<file path="src/logic/i2c_pkg.sv">
`default_nettype none

package i2c_pkg;

    // data bits in one bus byte, the acknowledge bit follows them
    localparam int BYTE_BITS = 8;

    // control FSM states, one receive/transmit phase and one ack phase per byte
    typedef enum logic [3:0] {
        ST_IDLE      = 4'd0,    // waiting for a start
        ST_CTRL      = 4'd1,    // receiving the control byte
        ST_CTRL_ACK  = 4'd2,
        ST_ADDR      = 4'd3,    // receiving the word address
        ST_ADDR_ACK  = 4'd4,
        ST_WDATA     = 4'd5,
        ST_WDATA_ACK = 4'd6,
        ST_RDATA     = 4'd7,    // shifting a data byte out
        ST_RDATA_ACK = 4'd8     // master ack or nack
    } ctrl_state_t;

endpackage

`default_nettype wire

</file>
<file path="src/logic/byte_shifter.sv">
`timescale 1ns/1ps
`default_nettype none

module byte_shifter (
    input  logic                          sda,
    input  logic                          rst,
    input  logic                          scl_rise,
    input  logic                          scl_fall,
    input  logic                          bit_in,
    input  logic                          start_seen,
    input  logic                          load_tx,
    input  logic [i2c_pkg::BYTE_BITS-1:0] tx_byte,
    input  logic                          shift_out_en,
    output logic [i2c_pkg::BYTE_BITS-1:0] rx_byte,
    output logic                          byte_done,
    output logic                          ack_bit,
    output logic                          ninth_fall,
    output logic                          drive_low
);
    import i2c_pkg::*;

    logic [3:0]           bit_cnt;     // bits seen in the current 9-bit frame
    logic [BYTE_BITS-2:0] rx_shift;
    logic [BYTE_BITS-1:0] tx_shift;

    assign rx_byte    = {rx_shift, bit_in};    // complete during the eighth rise
    assign byte_done  = scl_rise && (bit_cnt == 4'(BYTE_BITS - 1));
    assign ninth_fall = scl_fall && (bit_cnt == 4'(BYTE_BITS + 1));

    always_ff @(posedge sda)
    begin
        if (rst || start_seen || ninth_fall)
        begin
            bit_cnt <= 4'd0;
        end
        else if (scl_rise && (bit_cnt <= 4'(BYTE_BITS)))
        begin
            bit_cnt <= bit_cnt + 4'd1;
        end
    end

    always_ff @(posedge sda)
    begin
        if (rst)
        begin
            ack_bit <= 1'b1;
        end
        else if (scl_rise && (bit_cnt == 4'(BYTE_BITS)))
        begin
            ack_bit <= bit_in;    // low means the master wants more
        end
    end

    always_ff @(posedge sda)
    begin
        if (scl_rise)
        begin
            rx_shift <= {rx_shift[BYTE_BITS-3:0], bit_in};
        end
    end

    // ones shift in behind the data so the line is released after bit 0
    always_ff @(posedge sda)
    begin
        if (load_tx)
        begin
            tx_shift <= {tx_byte[BYTE_BITS-2:0], 1'b1};
        end
        else if (scl_fall)
        begin
            tx_shift <= {tx_shift[BYTE_BITS-2:0], 1'b1};
        end
    end

    always_ff @(posedge sda)
    begin
        if (rst || start_seen || !shift_out_en)
        begin
            drive_low <= 1'b0;
        end
        else if (load_tx)
        begin
            drive_low <= ~tx_byte[BYTE_BITS-1];    // msb goes out right away
        end
        else if (scl_fall)
        begin
            drive_low <= ~tx_shift[BYTE_BITS-1];
        end
    end

endmodule

`default_nettype wire

</file>
<file path="config.mk">
export PLATFORM = sky130hd
export DESIGN_NAME = byte_shifter
export DESIGN_NICKNAME = d
export VERILOG_FILES = /design/src/logic/i2c_pkg.sv /design/src/logic/byte_shifter.sv
export SDC_FILE = /design/constraint.sdc
export NUM_CORES = 1
export LEC_CHECK = 0
export BUFFER_PORTS_ARGS = -buffer_cell sky130_fd_sc_hd__buf_2
export CAP_MARGIN = 5
export CORE_MARGIN = 2
export CORE_UTILIZATION = 48
export CTS_CLUSTER_DIAMETER = 120
export DETAILED_ROUTE_END_ITERATION = 8
export GPL_TIMING_DRIVEN = 0
export HOLD_SLACK_MARGIN = 0.12
export PLACE_DENSITY = 0.76
export SLEW_MARGIN = 0
export SYNTH_ARGS = -nofsm -noshare
export SYNTH_HDL_FRONTEND = slang
export SYNTH_SLANG_ARGS = --single-unit
</file>
<file path="constraint.sdc">
create_clock -name sda -period 1.5 [get_ports sda]
set_input_delay 0 -clock sda [delete_from_list [all_inputs] [get_ports sda]]
set_output_delay 0 -clock sda [all_outputs]
set_load 0.05 [all_outputs]
</file>
# Word level (Yosys, flattened, before mapping)
# Cells that the tools add are included.
op_classes:
  magnitude_cmp: 1
  n_reduce_logical: 9
  n_addsub: 1
  muxes: 4
  bitwise: 2
  n_eq_ne: 3
op_table:
  columns: ["operator", "n"]
  rows:
  - ["$mux W8", 2]
  - ["$eq A4 B4 Y1 const B", 2]
  - ["$add A4 B1 Y4 const B", 1]
  - ["$eq A4 B3 Y1 const B", 1]
  - ["$le A4 B4 Y1 const B", 1]
  - ["$logic_and A1 B1 Y1", 4]
  - ["$logic_or A1 B1 Y1", 3]
  - ["$mux W1", 2]
  - ["$not A1 Y1", 2]
  - ["$reduce_bool A2 Y1", 1]
  - ["$logic_not A1 Y1", 1]
totals:
  regBits: 20
  input_bits: 16
  output_inout_bits: 12
  wordCells: 25

# Longest topological paths before layout
logic_depth:
  depth_word: 3
  depth_mapped: 5
  mapped_depth_nobuf: 5

# Worst setup path before layout
# Ideal clock, no wire load.
synth_path:
  path_kind: "register to register"
  start: "register bit_cnt[0]"
  end: "register bit_cnt[2]"
  arrival_time_ns: 1.371
  slack_ns: 0.015
  path_stages_with_launch: 5
  n_path_buf: 0
  setup_ns: 0.115
  period_less_slack_ns: 1.485
  path_cell_list: "dfxtp_1 ha_1 and4b_1 and4b_1 o21a_1"
synth_between:
  elab_chain_cells: 3
synth_rtl:
  columns: ["element", "line", "text"]
  rows:
  - ["from (decl)", "byte_shifter.sv:22", "logic [3:0] bit_cnt;"]
  - ["from (signal assigned)", "byte_shifter.sv:38", "bit_cnt <= bit_cnt + 4'd1;"]
  - ["branches (longest 3 deep; another with $le A4 B4 Y1)", null, null]
# Parallel ways; which one is timed is not known.
# A chain may end at the register's enable or synchronous reset.

# Final worst setup path
layout_path:
  start: "register bit_cnt[0]"
  end: "output byte_done"
layout_between:
  elab_chain_cells: 2
layout_rtl:
  columns: ["element", "line", "text"]
  rows:
  - ["$eq A4 B3 Y1", "byte_shifter.sv:27", "assign byte_done = scl_rise && (bit_cnt == 4'(BYTE_BITS - 1));"]
  - ["$logic_and A1 B1 Y1", "byte_shifter.sv:27", null]
  - ["to (decl)", "byte_shifter.sv:15", "output logic byte_done,"]
# No other way between the ends.

==> key figures <==
Yosys
  • Netlist cell types: 24
  • Post-synth ARST share: 0
  • Prevailing post-synth register cell: edfxtp_1
  • Synth Warn #: 0
  • Syn Inst Count: 61
  • Post-synth top area cell: edfxtp_1
  • Yosys reg bits: 20
  • Syn avg cell area: 14.2 µm²
  • EDFF count, synth: 14
  • Post-synthesis sequential area ratio: 0.623
  • Synthesized net count: 80
  • Synth area leaders: edfxtp_1, dfxtp_1, mux2_2
  • Commonest cells post-synth: edfxtp_1, dfxtp_1, mux2_2
  • Synthesized area: 867 µm²
  • Post-synth top area share: 0.485
  • Count leader, synth: edfxtp_1

STA
  • Setup TNS Final: 0 ps
  • Final worst path period need: 1400 ps
  • Hold Vio Cnt, Final: 0
  • Fin crit share: 0.935
  • Final slew viol count: 0
  • Worst clock skew: 9.52 ps
  • Unrepaired setup endpoints after global routing: no
  • Worst slew margin: 0.841
  • Worst Max-Slew Pin Slew: 237 ps
  • Setup violators final: 0
  • Fmax: 713 MHz

Pwr
  • Combinational power share: 0.165
  • Clock power frac: 0.234
  • P per Cell Area: 867 mW/mm²
  • Net Sw Frac: 0.247
  • P_leak: 0.532 nW
  • Sw Pwr: 265 µW
  • Internal power: 807 µW
  • VDD IR max: 0.000532 V
  • Seq pwr share: 0.601

Worst hold path
  • Hold Path Class: in -> reg

Setup path
  • Startpoint types: flop
  • Critical path class: reg -> out
  • Worst Path Required: 1500 ps
  • Slowest-stage cell, CP: dfxtp_1
  • CP peak stage delay: 430 ps
  • Critical path peak fanout: 5
  • Bufs and invs on worst path: 1
  • Top delay family on crit path: flip-flops
  • Crit-path cells: ha_1 -> and4b_1 -> buf_2
  • CP Capture Type: primary output
  • WP data arrival: 1400 ps

Global route
  • Total track usage: 0.183
  • First-pass GRT wire length: 2640 µm
  • Largest net degree at the start of global routing: 12
  • Initial antenna violation count: 0
  • GRT overflow: 0
  • Vias in the first global route: 662

Layout
  • Fillers: 136
  • Final non-filler cell total: 133
  • Final #Nets: 128
  • Number of antenna cells inserted: 0
  • Area Overhead vs Synth: 42.6%
  • Multi-input gate area: 308 µm²
  • Layout cells sized above 1: 0.398
  • Util after Layout: 0.724
  • Reg area: 541 µm²

Clock tree
  • Number of H-tree levels: 1
  • Num Clock Sinks: 20
  • Clock buffer depth: 2
  • Post-CTS Setup Repair Bufs: 0
  • CTS tree: yes
  • CTS buffer count: 3
  • Clk_lat worst skew: 300 ps
  • Reg clk slew, reported paths: 110 ps
  • Root Buffer: clkbuf_4

Floorplan
  • Initial core utilization: 0.508
  • Height of the die: 46.5 µm
  • I/O Pins: 28
  • Die width: 46.5 µm
  • Core Box Area: 0.00171 mm²
  • FP Rows: 15
  • Die area: 0.00216 mm²

Drt
  • DRT iter0 DRCs: 9
  • Detailed-route DRC error count: 0
  • Final ANT Viol Nets: 0
  • Via/cell ratio: 4.95
  • Drt wl/cell: 13.6 µm
  • Drt first pass iters: 4
  • Vias: 659
  • Routed wire length: 1810 µm

Place
  • Cells after DPL: 112
  • Number of port buffers: 26
  • GPL Wtd Cong: 0.729
  • HPWL after DPL: 1060 µm

Status
  • Status: finished clean

Job
  • Max cap viols: 0
==> tightest hold or removal path, stage by stage <==
cell and delay (ps):
buf_2 210, a211o_1 130, a21oi_1 60
==> power groups by stage <==
| stage | Combinational [mW] | Clock [mW] | Sequential (mW) |
|---|---|---|---|
| 6_report | 0.177 | 0.251 | 0.644 |
| 5_1_grt | 0.188 | 0.274 | 0.648 |
| 4_1_cts | 0.173 | 0.252 | 0.644 |
| 3_5_place_dp | 0.139 | 0 | 0.657 |
| 3_3_place_gp | 0.136 | 0 | 0.654 |
| 2_1_floorplan | 0.0505 | 0 | 0.697 |
==> what timing repair did <==
item,in CTS,in global routing
gates resized for setup,0,3
hold buffers,17,0
endpoints found under the hold margin,20,0
setup endpoints to repair,0,1
==> state kept, by name (all words and copies together) (netlist names) <==
| signal | cells |
|---|---|
| drive_low | 1 |
| ack_bit | 1 |
| bit_cnt | 4 |
| rx_shift | 7 |
| tx_shift | 7 |
==> final cells by class <==
type                       count  share of cell area
multi-input combinational     35               0.249
inverter                       4              0.0121
timing repair buffer          43               0.245
tap                           25              0.0253
sequential                    20               0.437
clock buffer                   3              0.0182
clock inverter                 1             0.00304
buffer                         2              0.0101
==> final timing paths <==
kind,from,end,slack (ps),depth (start not counted)
worst max-delay path,bit_cnt[0]$_SDFFE_PP0P_,byte_done,100,3
worst min-delay path,load_tx,drive_low$_SDFFE_PP0P_,130,3
worst max register to register,bit_cnt[0]$_SDFFE_PP0P_,ack_bit$_SDFFE_PP1P_,220,5
worst min register to register,rx_shift[2]$_DFFE_PP_,rx_shift[3]$_DFFE_PP_,460,0
==> placed cells by master, fill, tap and decap left out <==
cell,Yosys,routed
buf_2,1,26
dlygate4sd3_1,0,17
edfxtp_1,14,14
mux2_2,6,6
dfxtp_1,6,6
nand3_1,4,4
inv_1,3,3
nand2b_1,3,3
ha_1,3,3
clkbuf_4,0,3
or2_2,2,2
and4b_1,2,2
nor2_1,2,2
a211o_1,2,2
mux2i_1,2,2
buf_4,1,2
nand4b_4,0,1
inv_2,1,1
a41oi_1,1,1
nor4_1,1,1
nand4b_1,1,1
nor2_4,1,1
nand2_1,1,1
a21oi_1,1,1
a21boi_2,1,1
o21a_1,1,1
clkinv_1,0,1
==> metrics by stage <==
step | power (mW) | area, µm² | hold WS, ps | setup WS [ps]
detailed placement | 0.796 | 1030 | 211 | 275
floorplan | 0.747 | 867 | 78.1 | 14.5
finish | 1.07 | 1240 | 130 | 97.2
CTS | 1.07 | 1220 | 125 | 44.9
global route | 1.11 | 1240 | 142 | 17.0
global placement | 0.790 | 1030 | 205 | 291
==> layer usage <==
| layer | share of wire | wire (µm) | GRT usage |
|---|---|---|---|
| met5 | 0 | 0 | 0 |
| met4 | 0.019 | 34 | 0.0857 |
| met3 | 0.038 | 69 | 0.0353 |
| met2 | 0.57 | 1040 | 0.361 |
| met1 | 0.37 | 666 | 0.175 |
==> cell families (layout without fill, tap and decap cells) <==
family / after synthesis / after routing / synth area share
flops: 20 / 20 / 0.623
mux: 8 / 8 / 0.101
simple gates: 18 / 18 / 0.143
compound gates: 6 / 6 / 0.0577
fa+ha+maj: 3 / 3 / 0.0433
buf+inv: 6 / 53 / 0.0317
(Power assumes the default switching activity.)
