### src/logic/eeprom_pkg.sv
`default_nettype none

package eeprom_pkg;

    // device type code in control byte bits 7 to 4
    localparam logic [3:0] DEVICE_CODE = 4'b1010;

    // width of the word address byte and of a stored word
    localparam int WORD_BITS = 8;

    // most block select bits the control byte can carry, bits 3 to 1
    localparam int BLOCK_BITS = 3;

endpackage

`default_nettype wire

### src/logic/i2c_pkg.sv
`default_nettype none

package i2c_pkg;

    // data bits in one bus byte, the acknowledge bit follows them
    localparam int BYTE_BITS = 8;

    // control FSM states, one receive/transmit phase and one ack phase per byte
    typedef enum logic [3:0] {
        ST_IDLE      = 4'd0,    // waiting for a start
        ST_CTRL      = 4'd1,    // receiving the control byte
        ST_CTRL_ACK  = 4'd2,
        ST_ADDR      = 4'd3,    // receiving the word address
        ST_ADDR_ACK  = 4'd4,
        ST_WDATA     = 4'd5,
        ST_WDATA_ACK = 4'd6,
        ST_RDATA     = 4'd7,    // shifting a data byte out
        ST_RDATA_ACK = 4'd8     // master ack or nack
    } ctrl_state_t;

endpackage

`default_nettype wire

### src/logic/eeprom_control.sv
`timescale 1ns/1ps
`default_nettype none

module eeprom_control #(
    parameter int ADDR_W = 11
) (
    input  logic                             sda,
    input  logic                             rst,
    input  logic                             start_seen,
    input  logic                             stop_seen,
    input  logic                             scl_fall,
    input  logic                             byte_done,
    input  logic [i2c_pkg::BYTE_BITS-1:0]    rx_byte,
    input  logic                             ack_bit,
    input  logic                             ninth_fall,
    input  logic [eeprom_pkg::WORD_BITS-1:0] rd_data,
    output logic                             ack_drive,
    output logic                             load_tx,
    output logic [i2c_pkg::BYTE_BITS-1:0]    tx_byte,
    output logic                             shift_out_en,
    output logic                             addr_load,
    output logic [ADDR_W-1:0]                addr_value,
    output logic                             wr_en,
    output logic [eeprom_pkg::WORD_BITS-1:0] wr_data,
    output logic                             rd_en,
    output logic                             addr_inc
);
    import i2c_pkg::*;
    import eeprom_pkg::*;

    ctrl_state_t       state;
    logic              read_op;       // r/w bit of the accepted control byte
    logic [ADDR_W-1:0] block_base;    // block bits above the word address
    logic              dev_match;
    logic              acking;

    assign dev_match = (rx_byte[BYTE_BITS-1 -: 4] == DEVICE_CODE);
    assign acking    = (state == ST_CTRL_ACK) || (state == ST_ADDR_ACK) ||
                       (state == ST_WDATA_ACK);
    assign tx_byte   = rd_data;    // array output is valid with load_tx

    always_ff @(posedge sda)
    begin
        if (rst)
        begin
            state        <= ST_IDLE;
            read_op      <= 1'b0;
            ack_drive    <= 1'b0;
            shift_out_en <= 1'b0;
            load_tx      <= 1'b0;
            addr_load    <= 1'b0;
            wr_en        <= 1'b0;
            rd_en        <= 1'b0;
            addr_inc     <= 1'b0;
        end
        else
        begin
            load_tx   <= rd_en;
            addr_load <= 1'b0;
            wr_en     <= 1'b0;
            rd_en     <= 1'b0;
            addr_inc  <= 1'b0;
            if (stop_seen || start_seen)
            begin
                state        <= stop_seen ? ST_IDLE : ST_CTRL;
                ack_drive    <= 1'b0;
                shift_out_en <= 1'b0;
            end
            else
            begin
                // ack is held low from the fall after bit 8 to the ninth fall
                if (acking && ninth_fall)
                begin
                    ack_drive <= 1'b0;
                end
                else if (acking && scl_fall)
                begin
                    ack_drive <= 1'b1;
                end

                case (state)
                    ST_CTRL:
                    begin
                        if (byte_done)
                        begin
                            read_op <= rx_byte[0];
                            state   <= dev_match ? ST_CTRL_ACK : ST_IDLE;
                        end
                    end
                    ST_CTRL_ACK:
                    begin
                        if (ninth_fall && read_op)
                        begin
                            rd_en        <= 1'b1;
                            addr_inc     <= 1'b1;
                            shift_out_en <= 1'b1;
                            state        <= ST_RDATA;
                        end
                        else if (ninth_fall)
                        begin
                            state <= ST_ADDR;
                        end
                    end
                    ST_ADDR:
                    begin
                        if (byte_done)
                        begin
                            addr_load <= 1'b1;
                            state     <= ST_ADDR_ACK;
                        end
                    end
                    ST_ADDR_ACK, ST_WDATA_ACK:
                    begin
                        if (ninth_fall)
                        begin
                            state <= ST_WDATA;
                        end
                    end
                    ST_WDATA:
                    begin
                        if (byte_done)
                        begin
                            wr_en    <= 1'b1;
                            addr_inc <= 1'b1;
                            state    <= ST_WDATA_ACK;
                        end
                    end
                    ST_RDATA:
                    begin
                        if (byte_done)
                        begin
                            state <= ST_RDATA_ACK;
                        end
                    end
                    ST_RDATA_ACK:
                    begin
                        if (ninth_fall && !ack_bit)
                        begin
                            rd_en    <= 1'b1;
                            addr_inc <= 1'b1;
                            state    <= ST_RDATA;
                        end
                        else if (ninth_fall)
                        begin
                            shift_out_en <= 1'b0;    // nack, wait for stop or start
                            state        <= ST_IDLE;
                        end
                    end
                    default:
                    begin
                        state <= ST_IDLE;
                    end
                endcase
            end
        end
    end

    always_ff @(posedge sda)
    begin
        if (state == ST_CTRL && byte_done && !rx_byte[0])
        begin
            block_base <= ADDR_W'({rx_byte[BLOCK_BITS:1], {WORD_BITS{1'b0}}});
        end
        if (state == ST_ADDR && byte_done)
        begin
            addr_value <= block_base | ADDR_W'(rx_byte);
        end
        if (state == ST_WDATA && byte_done)
        begin
            wr_data <= rx_byte;
        end
    end

endmodule

`default_nettype wire

### config.mk
export PLATFORM = sky130hd
export DESIGN_NAME = eeprom_control
export DESIGN_NICKNAME = d
export VERILOG_FILES = /design/src/logic/eeprom_pkg.sv /design/src/logic/i2c_pkg.sv /design/src/logic/eeprom_control.sv
export SDC_FILE = /design/constraint.sdc
export NUM_CORES = 1
export LEC_CHECK = 0
export ABC_AREA = 1
export BUFFER_PORTS_ARGS = -buffer_cell sky130_fd_sc_hd__buf_2
export CAP_MARGIN = 25
export CORE_MARGIN = 1
export CORE_UTILIZATION = 50
export CTS_CLUSTER_SIZE = 8
export DETAILED_ROUTE_END_ITERATION = 6
export HOLD_SLACK_MARGIN = 0.03
export PLACE_DENSITY = 0.85
export SLEW_MARGIN = 20
export SYNTH_ARGS = -nofsm -noshare
export SYNTH_HDL_FRONTEND = slang
export SYNTH_SLANG_ARGS = --single-unit
### constraint.sdc
create_clock -name sda -period 2.7 [get_ports sda]
set_clock_uncertainty 0.2 [all_clocks]
set_input_delay 0.405 -clock sda [delete_from_list [all_inputs] [get_ports sda]]
set_output_delay 0.405 -clock sda [all_outputs]
set_load 0.03 [all_outputs]
=== Yosys cells after proc, flatten, opt, wreduce, memory -nomap -nowiden ===
Index checks and enable logic that the tools add are counted.

* Mux-type cells: 22
* Equal/unequal tests: 19
* Reductions and logical operators: 22
* Bitwise logic cells: 4

{| class="wikitable"
|+ Operator list
! operator !! number
|-
| two-way mux 4 bit || 10
|-
| case mux 4 bit (7 select lines) || 1
|-
| equality test 4 x 3 -> 1 bit, second input constant || 4
|-
| != test 3 bit, second input constant || 5
|-
| OR 11 x 8 -> 11 bit || 1
|-
| OR reduction 3 bit || 3
|-
| equality test 4 x 2 -> 1 bit, second input constant || 2
|-
| equality test 4 bit, second input constant || 2
|-
| logical AND 1 bit || 8
|-
| two-way mux 1 bit || 7
|-
| AND reduction 7 bit || 1
|-
| equality test 4 x 1 -> 1 bit, second input constant || 1
|-
| != test 2 bit, second input constant || 2
|-
| != test 4 x 2 -> 1 bit, second input constant || 1
|-
| != test 4 bit, second input constant || 1
|-
| case mux 1 bit (2 select lines) || 2
|-
| AND reduction 4 bit || 1
|-
| OR reduction 2 bit || 2
|-
| logical OR 1 bit || 3
|-
| NOT 1 bit || 3
|-
| case mux 1 bit (3 select lines) || 1
|-
| AND reduction 3 bit || 1
|-
| logical NOT 1 bit || 2
|-
| two-way mux 2 bit || 1
|-
| other kinds (2) || 2
|}

* Register bits: 34
* Output and inout port bits: 34
* Input bits: 24
* Logic and storage cells: 79

=== Logic depth before layout (Yosys ltp) ===
Gate-level depths: netlist of run 1.

* Word-level depth: 5
* Mapped depth: 9
* Gate-level depth less buffers: 9

=== Worst setup path after synthesis of run 1 ===
Ideal clock, no wire load.

* Kind: reg-to-reg
* Start: register state[2]
* End: register addr_value[0] (enable)
* Period minus slack after synthesis: 1.751 ns
* Slack: 0.949 ns
* Arrival: 1.173 ns
* Stages on the path, launching flop included: 4
* Path through: dfxtp_1 nor2_2 nand3_1 nor2_1

* Longest elaborated chain between the ends: 2

{| class="wikitable"
|+ RTL lines
! element !! RTL line !! RTL
|-
| from (decl) || eeprom_control.sv:31 || <nowiki>ctrl_state_t state;</nowiki>
|-
| from (signal assigned) || eeprom_control.sv:65 || <nowiki>state <= stop_seen ? ST_IDLE : ST_CTRL;</nowiki>
|-
| from (signal assigned) || eeprom_control.sv:87 || <nowiki>state <= dev_match ? ST_CTRL_ACK : ST_IDLE;</nowiki>
|-
| equality test 4 x 2 -> 1 bit || eeprom_control.sv:164 || <nowiki>if (state == ST_ADDR && byte_done)</nowiki>
|-
| logical AND 1 bit || eeprom_control.sv:164 ||
|-
| to (signal assigned) || eeprom_control.sv:166 || <nowiki>addr_value <= block_base | ADDR_W'(rx_byte);</nowiki>
|-
| to (decl) || eeprom_control.sv:22 || <nowiki>output logic [ADDR_W-1:0] addr_value,</nowiki>
|}

No other way between the ends.
A chain may end at the register's enable or synchronous reset.

=== Worst setup path after layout of run 1 ===
* Start: register state[2]
* End: register wr_data[5] (netlist name) (enable)

* Longest elaborated chain between the ends: 2

{| class="wikitable"
|+ RTL lines
! element !! RTL line !! RTL
|-
| equality test 4 x 3 -> 1 bit || eeprom_control.sv:168 || <nowiki>if (state == ST_WDATA && byte_done)</nowiki>
|-
| logical AND 1 bit || eeprom_control.sv:168 ||
|-
| to (signal assigned) || eeprom_control.sv:170 || <nowiki>wr_data <= rx_byte;</nowiki>
|-
| to (decl) || eeprom_control.sv:24 || <nowiki>output logic [eeprom_pkg::WORD_BITS-1:0] wr_data,</nowiki>
|}

No other way between the ends.

==> metrics, run 1 <==
power per cell area=564 mW/mm²; Post-Layout Cell Count=203; n_diodes=0; final wirelength=2860 µm; Clock Latency Late Sink=0.32 ns; maximum number of pins on one net before global-route repair=12; WL/cell=14.1 µm; RD Place Congestion=0.942; Final Cycle Share=0.607; vias in the first global route=1038; Min-Delay Path Class=in2reg; Starting Density=0.552; Final nets=196; Netlist cell types=24; Synth Register Bits=34; CTS tree=built; CP Max Fanout=8; Slew headroom=0.695; crit-path cells=inv_2 > nor2_2 > nand4_1 > inv_1; Final ANT Viol Nets=0; VDD IR max=445 µV; first-pass GRT wire length=4740 µm; I/O Buffers=41; Die ar.=0.00305 mm²; Synth top area share=0.466; predominant post-synthesis flop cell=edfxtp_1; cts hold-fix bufs=0; status=completed; met1 Track Usage GR=0.215; drt first pass iters=4; setup_tns=0 ns; post-CTS resize count=0; Max Fclk=610 MHz; maximum root-to-sink buffer count=2; clk root buf=clkbuf_4; Synth area leader=edfxtp_1; worst slew pin tran=0.454 ns; switching share of power=0.189; busiest grt layer=met2; Syn Inst Count=132; initial antenna violation count=0; CP startpoint kind=flop; post-synthesis net count=156; EDFF count, synth=22; CTS buffer count=5; Pwr Total=0.942 mW; R2R cell count=4; Tot GR Track Use=0.201; clock transition at the registers of the reported paths=0.10 ns; unrepaired setup endpoints after global routing=false; io pins=58; capturing point of the worst reg2reg path=wr_data[5]; Area contributors post-synth=edfxtp_1 47%, dfxtp_1 17%, nand2_1 5.0%; vias per cell=5.27; Die X=55.2 µm; Mean Syn Cell Area=10.7 µm²; Area growth, synth to finish=17.9%; FP Rows=18; via count=1069; Mapped Area=0.00142 mm²; post-DP HPWL=2270 µm; Sw Pwr=0.178 mW; Fin Hold WS=0.0783 ns; layout cells sized above 1=0.399; RR Startpoint=state[2]; Async SR Flop Fraction=0; Final Util=0.651; Crit-path slowest cell=dfxtp_1; Min Clock Period, post-route=1.64 ns; crit path to=wr_data[5]; post-synthesis sequential area ratio=0.636; Final Hold Vio Count=0; Worst Path Arrival=1.44 ns; Synth top cells by count=22 x edfxtp_1, 19 x nand2_1, 16 x nor2_1; drt drc=0; crit path from=state[2]; placed insts=195; met3 usage=0.0843; total clock sinks=34; Clk pwr share=0.369; yosys warns=0; P_leak=0.730 nW; Worst path depth=4; CTS HTree Levels=2; Setup violations, final=0; most numerous cell in the Yosys netlist=edfxtp_1; starting DRC count in detailed routing=18; worst stage delay on the critical path=0.43 ns; internal power=0.764 mW; Buf+Inv Stages, Crit Path=2; combinational group share of total power=0.041; met2 usage=0.336; Core Region=0.00257 mm²; Crit path required time=2.50 ns; GR Overflow Total=0; Slew Limit Fails=0; Filler Cell Count=214; delay-heaviest family, CP=flip-flops; R2R setup slack=1.06 ns; crit path kind=reg2reg; max_cap viols=0; Post-CTS Setup Bufs=0; part of the power in registers=0.589; CP Capture Type=flop; Die H=55.2 µm
-- per-stage QoR --
stage               area [µm²]  setup slack (ns)
finish                    1670              1.06
global route              1670             0.940
CTS                       1670              1.05
detailed placement        1600              1.05
global placement          1600              1.07
floorplan                 1420             0.949
-- final cells by class --
class / count / area, µm² / area share
clock buffer: 7 / 45.0 / 0.0270
inverter: 13 / 48.8 / 0.0292
sequential: 34 / 901 / 0.539
tap: 30 / 37.5 / 0.0225
clock inverter: 1 / 30.0 / 0.0180
multi-input combinational: 76 / 395 / 0.237
timing repair buffer: 42 / 213 / 0.127
-- routing by layer --
layer,part of all wire,wire (µm),up-vias
met5,0,0,-
met1,0.40,1140,483
met3,0.082,233,14
met2,0.49,1390,52
met4,0.031,90,0
li1,-,-,520
-- sequential cells by signal (all words and copies together), names as in the netlist --
name	flops
block_base	3
shift_out_en	1
ack_drive	1
addr_inc	1
addr_load	1
wr_en	1
rd_en	1
read_op	1
addr_value	11
load_tx	1
wr_data	8
state	4
-- worst min-delay path by stage --
stage / from / endpoint / slack (ns) / cells after the start
after floorplan: block_base[10] / addr_value[10] / 0.20 / 0
after global placement: block_base[8] / addr_value[8] / 0.20 / 0
after detailed placement: block_base[10] / addr_value[10] / 0.20 / 0
after CTS: rx_byte[3] / wr_data[3] / 0.06 / 1
after global routing: rx_byte[3] / addr_value[3] / 0.07 / 1
final: rx_byte[3] / wr_data[3] / 0.08 / 1
-- power groups by stage --
stage	logic, mW	clock network [mW]	registers, mW
3_3_place_gp	0.0378	0	0.567
3_5_place_dp	0.0386	0	0.567
2_1_floorplan	0.0422	0	0.566
4_1_cts	0.0390	0.359	0.555
5_1_grt	0.0430	0.377	0.556
6_report	0.0389	0.348	0.555
-- logic make-up after synthesis --
logic type      count (synthesis)  synth area share
buf+inv                        22            0.0848
flops                          34             0.636
simple gates                   66             0.238
compound gates                 10            0.0415
-- cell usage in the layout (no fill, tap or decap), drive strengths merged --
master	Yosys	final
a211oi	1	1
nand3	11	11
nor3	3	3
a31oi	2	2
a21oi	6	6
nor2	22	22
clkbuf	0	7
nor3b	1	1
edfxtp	22	22
o21ai	1	1
bufinv	0	1
nor4	1	1
nand4	2	2
nand3b	2	2
inv	13	13
nand2	24	24
buf	9	42
dfxtp	12	12
Power figures use the tool's default switching activity.
==> inputs of run 2 (changes only) <==
Settings changed: ABC_AREA 1 to 0, CORE_UTILIZATION 50 to 46, PLACE_DENSITY 0.85 to 0.79.
Clock period 2.7 ns to 1.6 ns, I/O delays scaled along.
==> run 2 against run 1 <==
Effect of this change: area after synthesis decreased by 3.5%; core utilization increased by 6.4 points; sequential share of layout area decreased by 8.1 points; die area increased by 4.7%; final area increased by 19%; wire length increased by 5.1%; maximum frequency decreased by 1.0%; critical endpoint is now state[2]; count of clock-buffer cells in the layout decreased by 2; sequential cell count unchanged; critical path depth unchanged; the run now ends with negative setup slack left; via count increased by 1.0%.
==> metrics, run 2 <==
WL/cell=14.5 µm; Area growth, synth to finish=45.5%; Final Hold Vio Count=0; Largest regs=addr_value (11), wr_data (8), state (4); Slew Limit Fails=0; RR Startpoint=state[1]; Buf+Inv Stages, Crit Path=0; M1 wire length=1250 µm; CP Max Fanout=6; Tot GR Track Use=0.202; Mean Syn Cell Area=12.8 µm²; Die H=56.5 µm; drt first pass iters=4; Syn Inst Count=107; FP Rows=19; post-synthesis net count=131; most numerous cell in the Yosys netlist=edfxtp_1; worst stage delay on the critical path=0.42 ns; post-DP HPWL=1990 µm; starting DRC count in detailed routing=33; Max Fclk=604 MHz; Filler Cell Count=201; Crit-path slowest cell=or3b_4; Final Cycle Share=1.03; EDFF count, synth=22; Slew headroom=0.739; I/O Buffers=41; Clock Latency Late Sink=0.34 ns; crit path from=state[1]; clock transition at the registers of the reported paths=0.11 ns; crit-path cells=or3b_4 > nor3_4 > a31oi_1 > a211oi_1; clk root buf=clkbuf_4; initial antenna violation count=0; layout cells sized above 1=0.494; maximum root-to-sink buffer count=2; commonest non-fill, non-tap cell in the layout=buf_2; Min Clock Period, post-route=1.66 ns; capturing point of the worst reg2reg path=state[2]; worst hold stages=4; Worst Path Arrival=1.69 ns; max_cap viols=0; Min-Delay Path Class=in2reg; vias in the first global route=1093; CTS HTree Levels=2; worst slew pin tran=0.385 ns; Biggest register=addr_value; Die X=56.5 µm; io pins=58; setup_tns=-0.0633 ns; Async SR Flop Fraction=0; final wirelength=3000 µm; Core Region=0.00278 mm²; Setup violations, final=3; CP Capture Type=flop; CTS buffer count=5; drt drc=0; violated checks=negative setup slack; Crit path required time=1.64 ns; Min-Delay Startpoint=stop_seen; pre-CTS setup slack=-0.0470 ns; vias per cell=5.22; first-pass GRT wire length=4850 µm; Starting Density=0.491; final worst slack=-0.0553 ns; Endpoint, Worst Hold=read_op; maximum number of pins on one net before global-route repair=13; RD Place Congestion=0.847; power per cell area=915 mW/mm²; design area=0.00199 mm²; n_diodes=0; post-synthesis sequential area ratio=0.659; DR WL met2=1490 µm; Final nets=199; via count=1080; unrepaired setup endpoints after global routing=true; Synth area leader=edfxtp_1; Pwr Total=1.82 mW; Mapped Area=0.00137 mm²; Die ar.=0.00319 mm²; CTS tree=built; predominant post-synthesis flop cell=edfxtp_1; Synth top area share=0.484; R2R setup slack=-0.06 ns; most frequent cells in the layout=41 x buf_2, 22 x edfxtp_1, 17 x buf_4; P_leak=0.776 nW; Largest register FFs=11; status=finished, violations left; Area contributors post-synth=edfxtp_1 48%, dfxtp_1 18%, buf_4 4.4%; VDD IR max=824 µV; Netlist cell types=34; Final ANT Viol Nets=0; delay-heaviest family, CP=simple AND/OR/NAND/NOR gates; Synth top cells by count=22 x edfxtp_1, 12 x dfxtp_1, 9 x a21oi_1; Synth Register Bits=34; crit path kind=reg2reg; DR top layer=met4; yosys warns=0; met3 routed WL=208 µm; GR Overflow Total=0; Post-DP Area=0.00168 mm²; CP startpoint kind=flop; total clock sinks=34; R2R cell count=4
run 2: cell types whose count changed after synthesis, moves of 5 or more:
cell     change
nor2_2       -5
inv_2        -5
nand2_1     -18
inv_1        -6
nor2_1       -8
nand3_1      -8
run 2: through the flow:
stage | utilization | hold slack, ns | cells
finish | 0.715 | 0.0765 | 207
global route | 0.715 | 0.103 | 207
CTS | 0.694 | 0.0657 | 205
detailed placement | 0.602 | 0.207 | 184
global placement | 0.602 | 0.201 | 184
floorplan | - | 0.112 | 107
run 2: repair_timing:
item / 4_1_cts / 5_1_grt
resized for setup: 7 / 11
endpoints found under the hold margin: 23 / 0
endpoints found under the setup margin: 5 / 17
hold buffers: 12 / 0
buffers inserted: 1 / 2
pin swaps: 1 / 3
run 2: layout make-up:
| type | instances | area, µm² | area share |
|---|---|---|---|
| Sequential cell | 34 | 911 | 0.458 |
| Timing Repair Buffer | 74 | 507 | 0.255 |
| Multi-Input combinational cell | 58 | 413 | 0.208 |
| Clock inverter | 3 | 68.8 | 0.0346 |
| Tap cell | 31 | 38.8 | 0.0195 |
| Clock buffer | 5 | 37.5 | 0.0189 |
| Inverter | 2 | 12.5 | 0.00629 |
run 2: worst max-delay path by stage:
stage	endpoint	cells after the start
final	state[2]	4
after global routing	state[2]	4
after CTS	shift_out_en	4
after detailed placement	state[2]	4
after global placement	state[1]	5
after floorplan	wr_data[0]	3
run 2: kinds of logic after synthesis:
logic type / share of synthesized area
DFF: 0.659
xor gates and xnor gates: 0.00641
AOI/OAI and AO/OA: 0.0952
muxes: 0.00733
buffers and inverters: 0.0714
and+or+nand+nor: 0.160
run 2: metal layers:
layer	vias up	global-route usage
li1	529	-
met1	489	0.227
met2	49	0.341
met3	13	0.0691
met4	0	0.0941
met5	-	0
run 2: worst register-to-register path, cell delays in order, from the launching register on:
cell and delay (ns):
dfxtp_4 0.38, or3b_4 0.42, nor3_4 0.18, a31oi_1 0.08
a211oi_1 0.30
run 2: where the power goes:
part           switching (mW)  internal (mW)
clock                   0.305          0.489
sequential            0.00160          0.930
combinational          0.0446         0.0508
total                   0.351           1.47
==> inputs of run 3 (changes only) <==
Settings changed: CTS_BUF_LIST set to sky130_fd_sc_hd__clkbuf_16.
==> run 3 against run 2 <==
Effect of this change: the flow now finishes without violations; final area rose by 2.0%; critical path type unchanged; wire length grew 1.0%; first-iteration DRC count decreased by 33%; combinational power decreased by 3.5%; final cell count down 1.9%; via count hardly changed; power increased by 25%; sequential share of layout area fell by 1.1 points; maximum frequency increased by 3.6%; core utilization increased by 1.4 points.
==> metrics, run 3 (synthesis results as in run 2) <==
status=completed; final wirelength=3030 µm; drt first pass iters=4; Max Fclk=626 MHz; Crit-path slowest cell=or3b_4; Final nets=195; Area growth, synth to finish=48.4%; CTS buffer count=5; DR WL met2=1480 µm; Final Cycle Share=0.999; unrepaired setup endpoints after global routing=true; vias per cell=5.33; starting DRC count in detailed routing=22; Final Hold Vio Count=0; VDD IR max=1150 µV; Crit path required time=1.58 ns; worst slew pin tran=0.386 ns; clock transition at the registers of the reported paths=0.06 ns; n_diodes=0; Post-DP Area=0.00168 mm²; CP Capture Type=flop; CTS HTree Levels=2; Die X=56.5 µm; Die ar.=0.00319 mm²; CP startpoint kind=flop; clk root buf=clkbuf_16; Largest regs=addr_value (11), wr_data (8), state (4); Post-Layout Cell Count=203; Die H=56.5 µm; Biggest register=addr_value; CP Max Fanout=6; Largest register FFs=11; Setup violations, final=0; Starting Density=0.491; max_cap viols=0; layout cells sized above 1=0.488; io pins=58; M1 wire length=1250 µm; drt drc=0; maximum root-to-sink buffer count=2; power per cell area=1120 mW/mm²; Tot GR Track Use=0.205; crit path kind=reg2reg; Slew headroom=0.739; maximum number of pins on one net before global-route repair=13; post-DP HPWL=1990 µm; Clock Latency Late Sink=0.28 ns; FP Rows=19; design area=0.00203 mm²; I/O Buffers=41; vias in the first global route=1038; GR Overflow Total=0; crit-path cells=or3b_4 > nor3_4 > a31oi_1 > a211oi_1; Min-Delay Path Class=in2reg; P_leak=0.793 nW; Slew Limit Fails=0; Final ANT Viol Nets=0; DR top layer=met4; Core Region=0.00278 mm²; initial antenna violation count=0; worst stage delay on the critical path=0.42 ns; CTS tree=built; first-pass GRT wire length=4810 µm; WL/cell=14.9 µm; total clock sinks=34; RD Place Congestion=0.847; most frequent cells in the layout=41 x buf_2, 22 x edfxtp_1, 17 x buf_4; Worst Path Arrival=1.57 ns; via count=1081; commonest non-fill, non-tap cell in the layout=buf_2; placed insts=184; Min Clock Period, post-route=1.60 ns; met3 routed WL=229 µm
-- run 3: cell count changes in the layout (fill, tap and decap cells not counted) --
cell / delta
buf_6: -2
clkbuf_16: +5
clkbuf_4: -5
dfxtp_1: +1
dfxtp_4: -1
dlygate4sd3_1: -2
inv_4: +1
inv_6: -1
nor3_1: -1
nor3_2: +1
or4b_1: +1
or4b_4: -1
-- run 3: stage by stage --
stage / setup WS [ns] / TNS [ns] / util / hold slack [ns] / total power, mW
2_1_floorplan: 0.0110 / 0 / - / 0.112 / 1.01
3_3_place_gp: -0.0388 / -0.0752 / 0.602 / 0.201 / 1.02
3_5_place_dp: -0.0470 / -0.127 / 0.602 / 0.207 / 1.02
4_1_cts: 0.00125 / 0 / 0.718 / 0.0811 / 2.30
5_1_grt: -0.0485 / -0.569 / 0.729 / 0.0983 / 2.35
6_report: 0.00178 / 0 / 0.729 / 0.0820 / 2.28
-- run 3: area by class of cell --
type | instances | area, µm²
timing repair buffer | 70 | 464
inverter | 2 | 10.0
sequential | 34 | 907
multi-input combinational | 58 | 414
clock inverter | 3 | 68.8
tap | 31 | 38.8
clock buffer | 5 | 125
fill | 195 | 753
-- run 3: per-layer routing --
| layer | global-route usage | up-vias |
|---|---|---|
| met4 | 0.0941 | 0 |
| met3 | 0.0899 | 14 |
| met2 | 0.333 | 44 |
| li1 | - | 520 |
| met5 | 0 | - |
| met1 | 0.232 | 503 |
-- run 3: worst paths after layout --
| path | start | endpoint | slack (ns) | cells after the start |
|---|---|---|---|---|
| max | state[1] | state[2] | 0.002 | 4 |
| min | ninth_fall | ack_drive | 0.08 | 3 |
| max reg2reg | state[1] | state[2] | 0.002 | 4 |
| min reg2reg | block_base[8] | addr_value[8] | 0.22 | 0 |
-- run 3: what timing repair did --
action,in CTS,in global routing
gates resized for setup,7,6
endpoints found under the setup margin,4,17
setup buffers,1,0
endpoints found under the hold margin,22,0
pin swaps,0,3
hold buffers,10,0
-- run 3: report_power, final --
part	total [mW]	internal, mW	switching (mW)
logic	0.0921	0.0476	0.0444
registers	0.935	0.933	0.00162
clock network	1.25	0.894	0.356
-- run 3: worst max-delay path, delay by kind of cell, from the launching register on --
| kind | cells | cell delay, ns |
|---|---|---|
| simple gates | 2 | 0.61 |
| compound gates | 2 | 0.34 |
| flops | 1 | 0.35 |
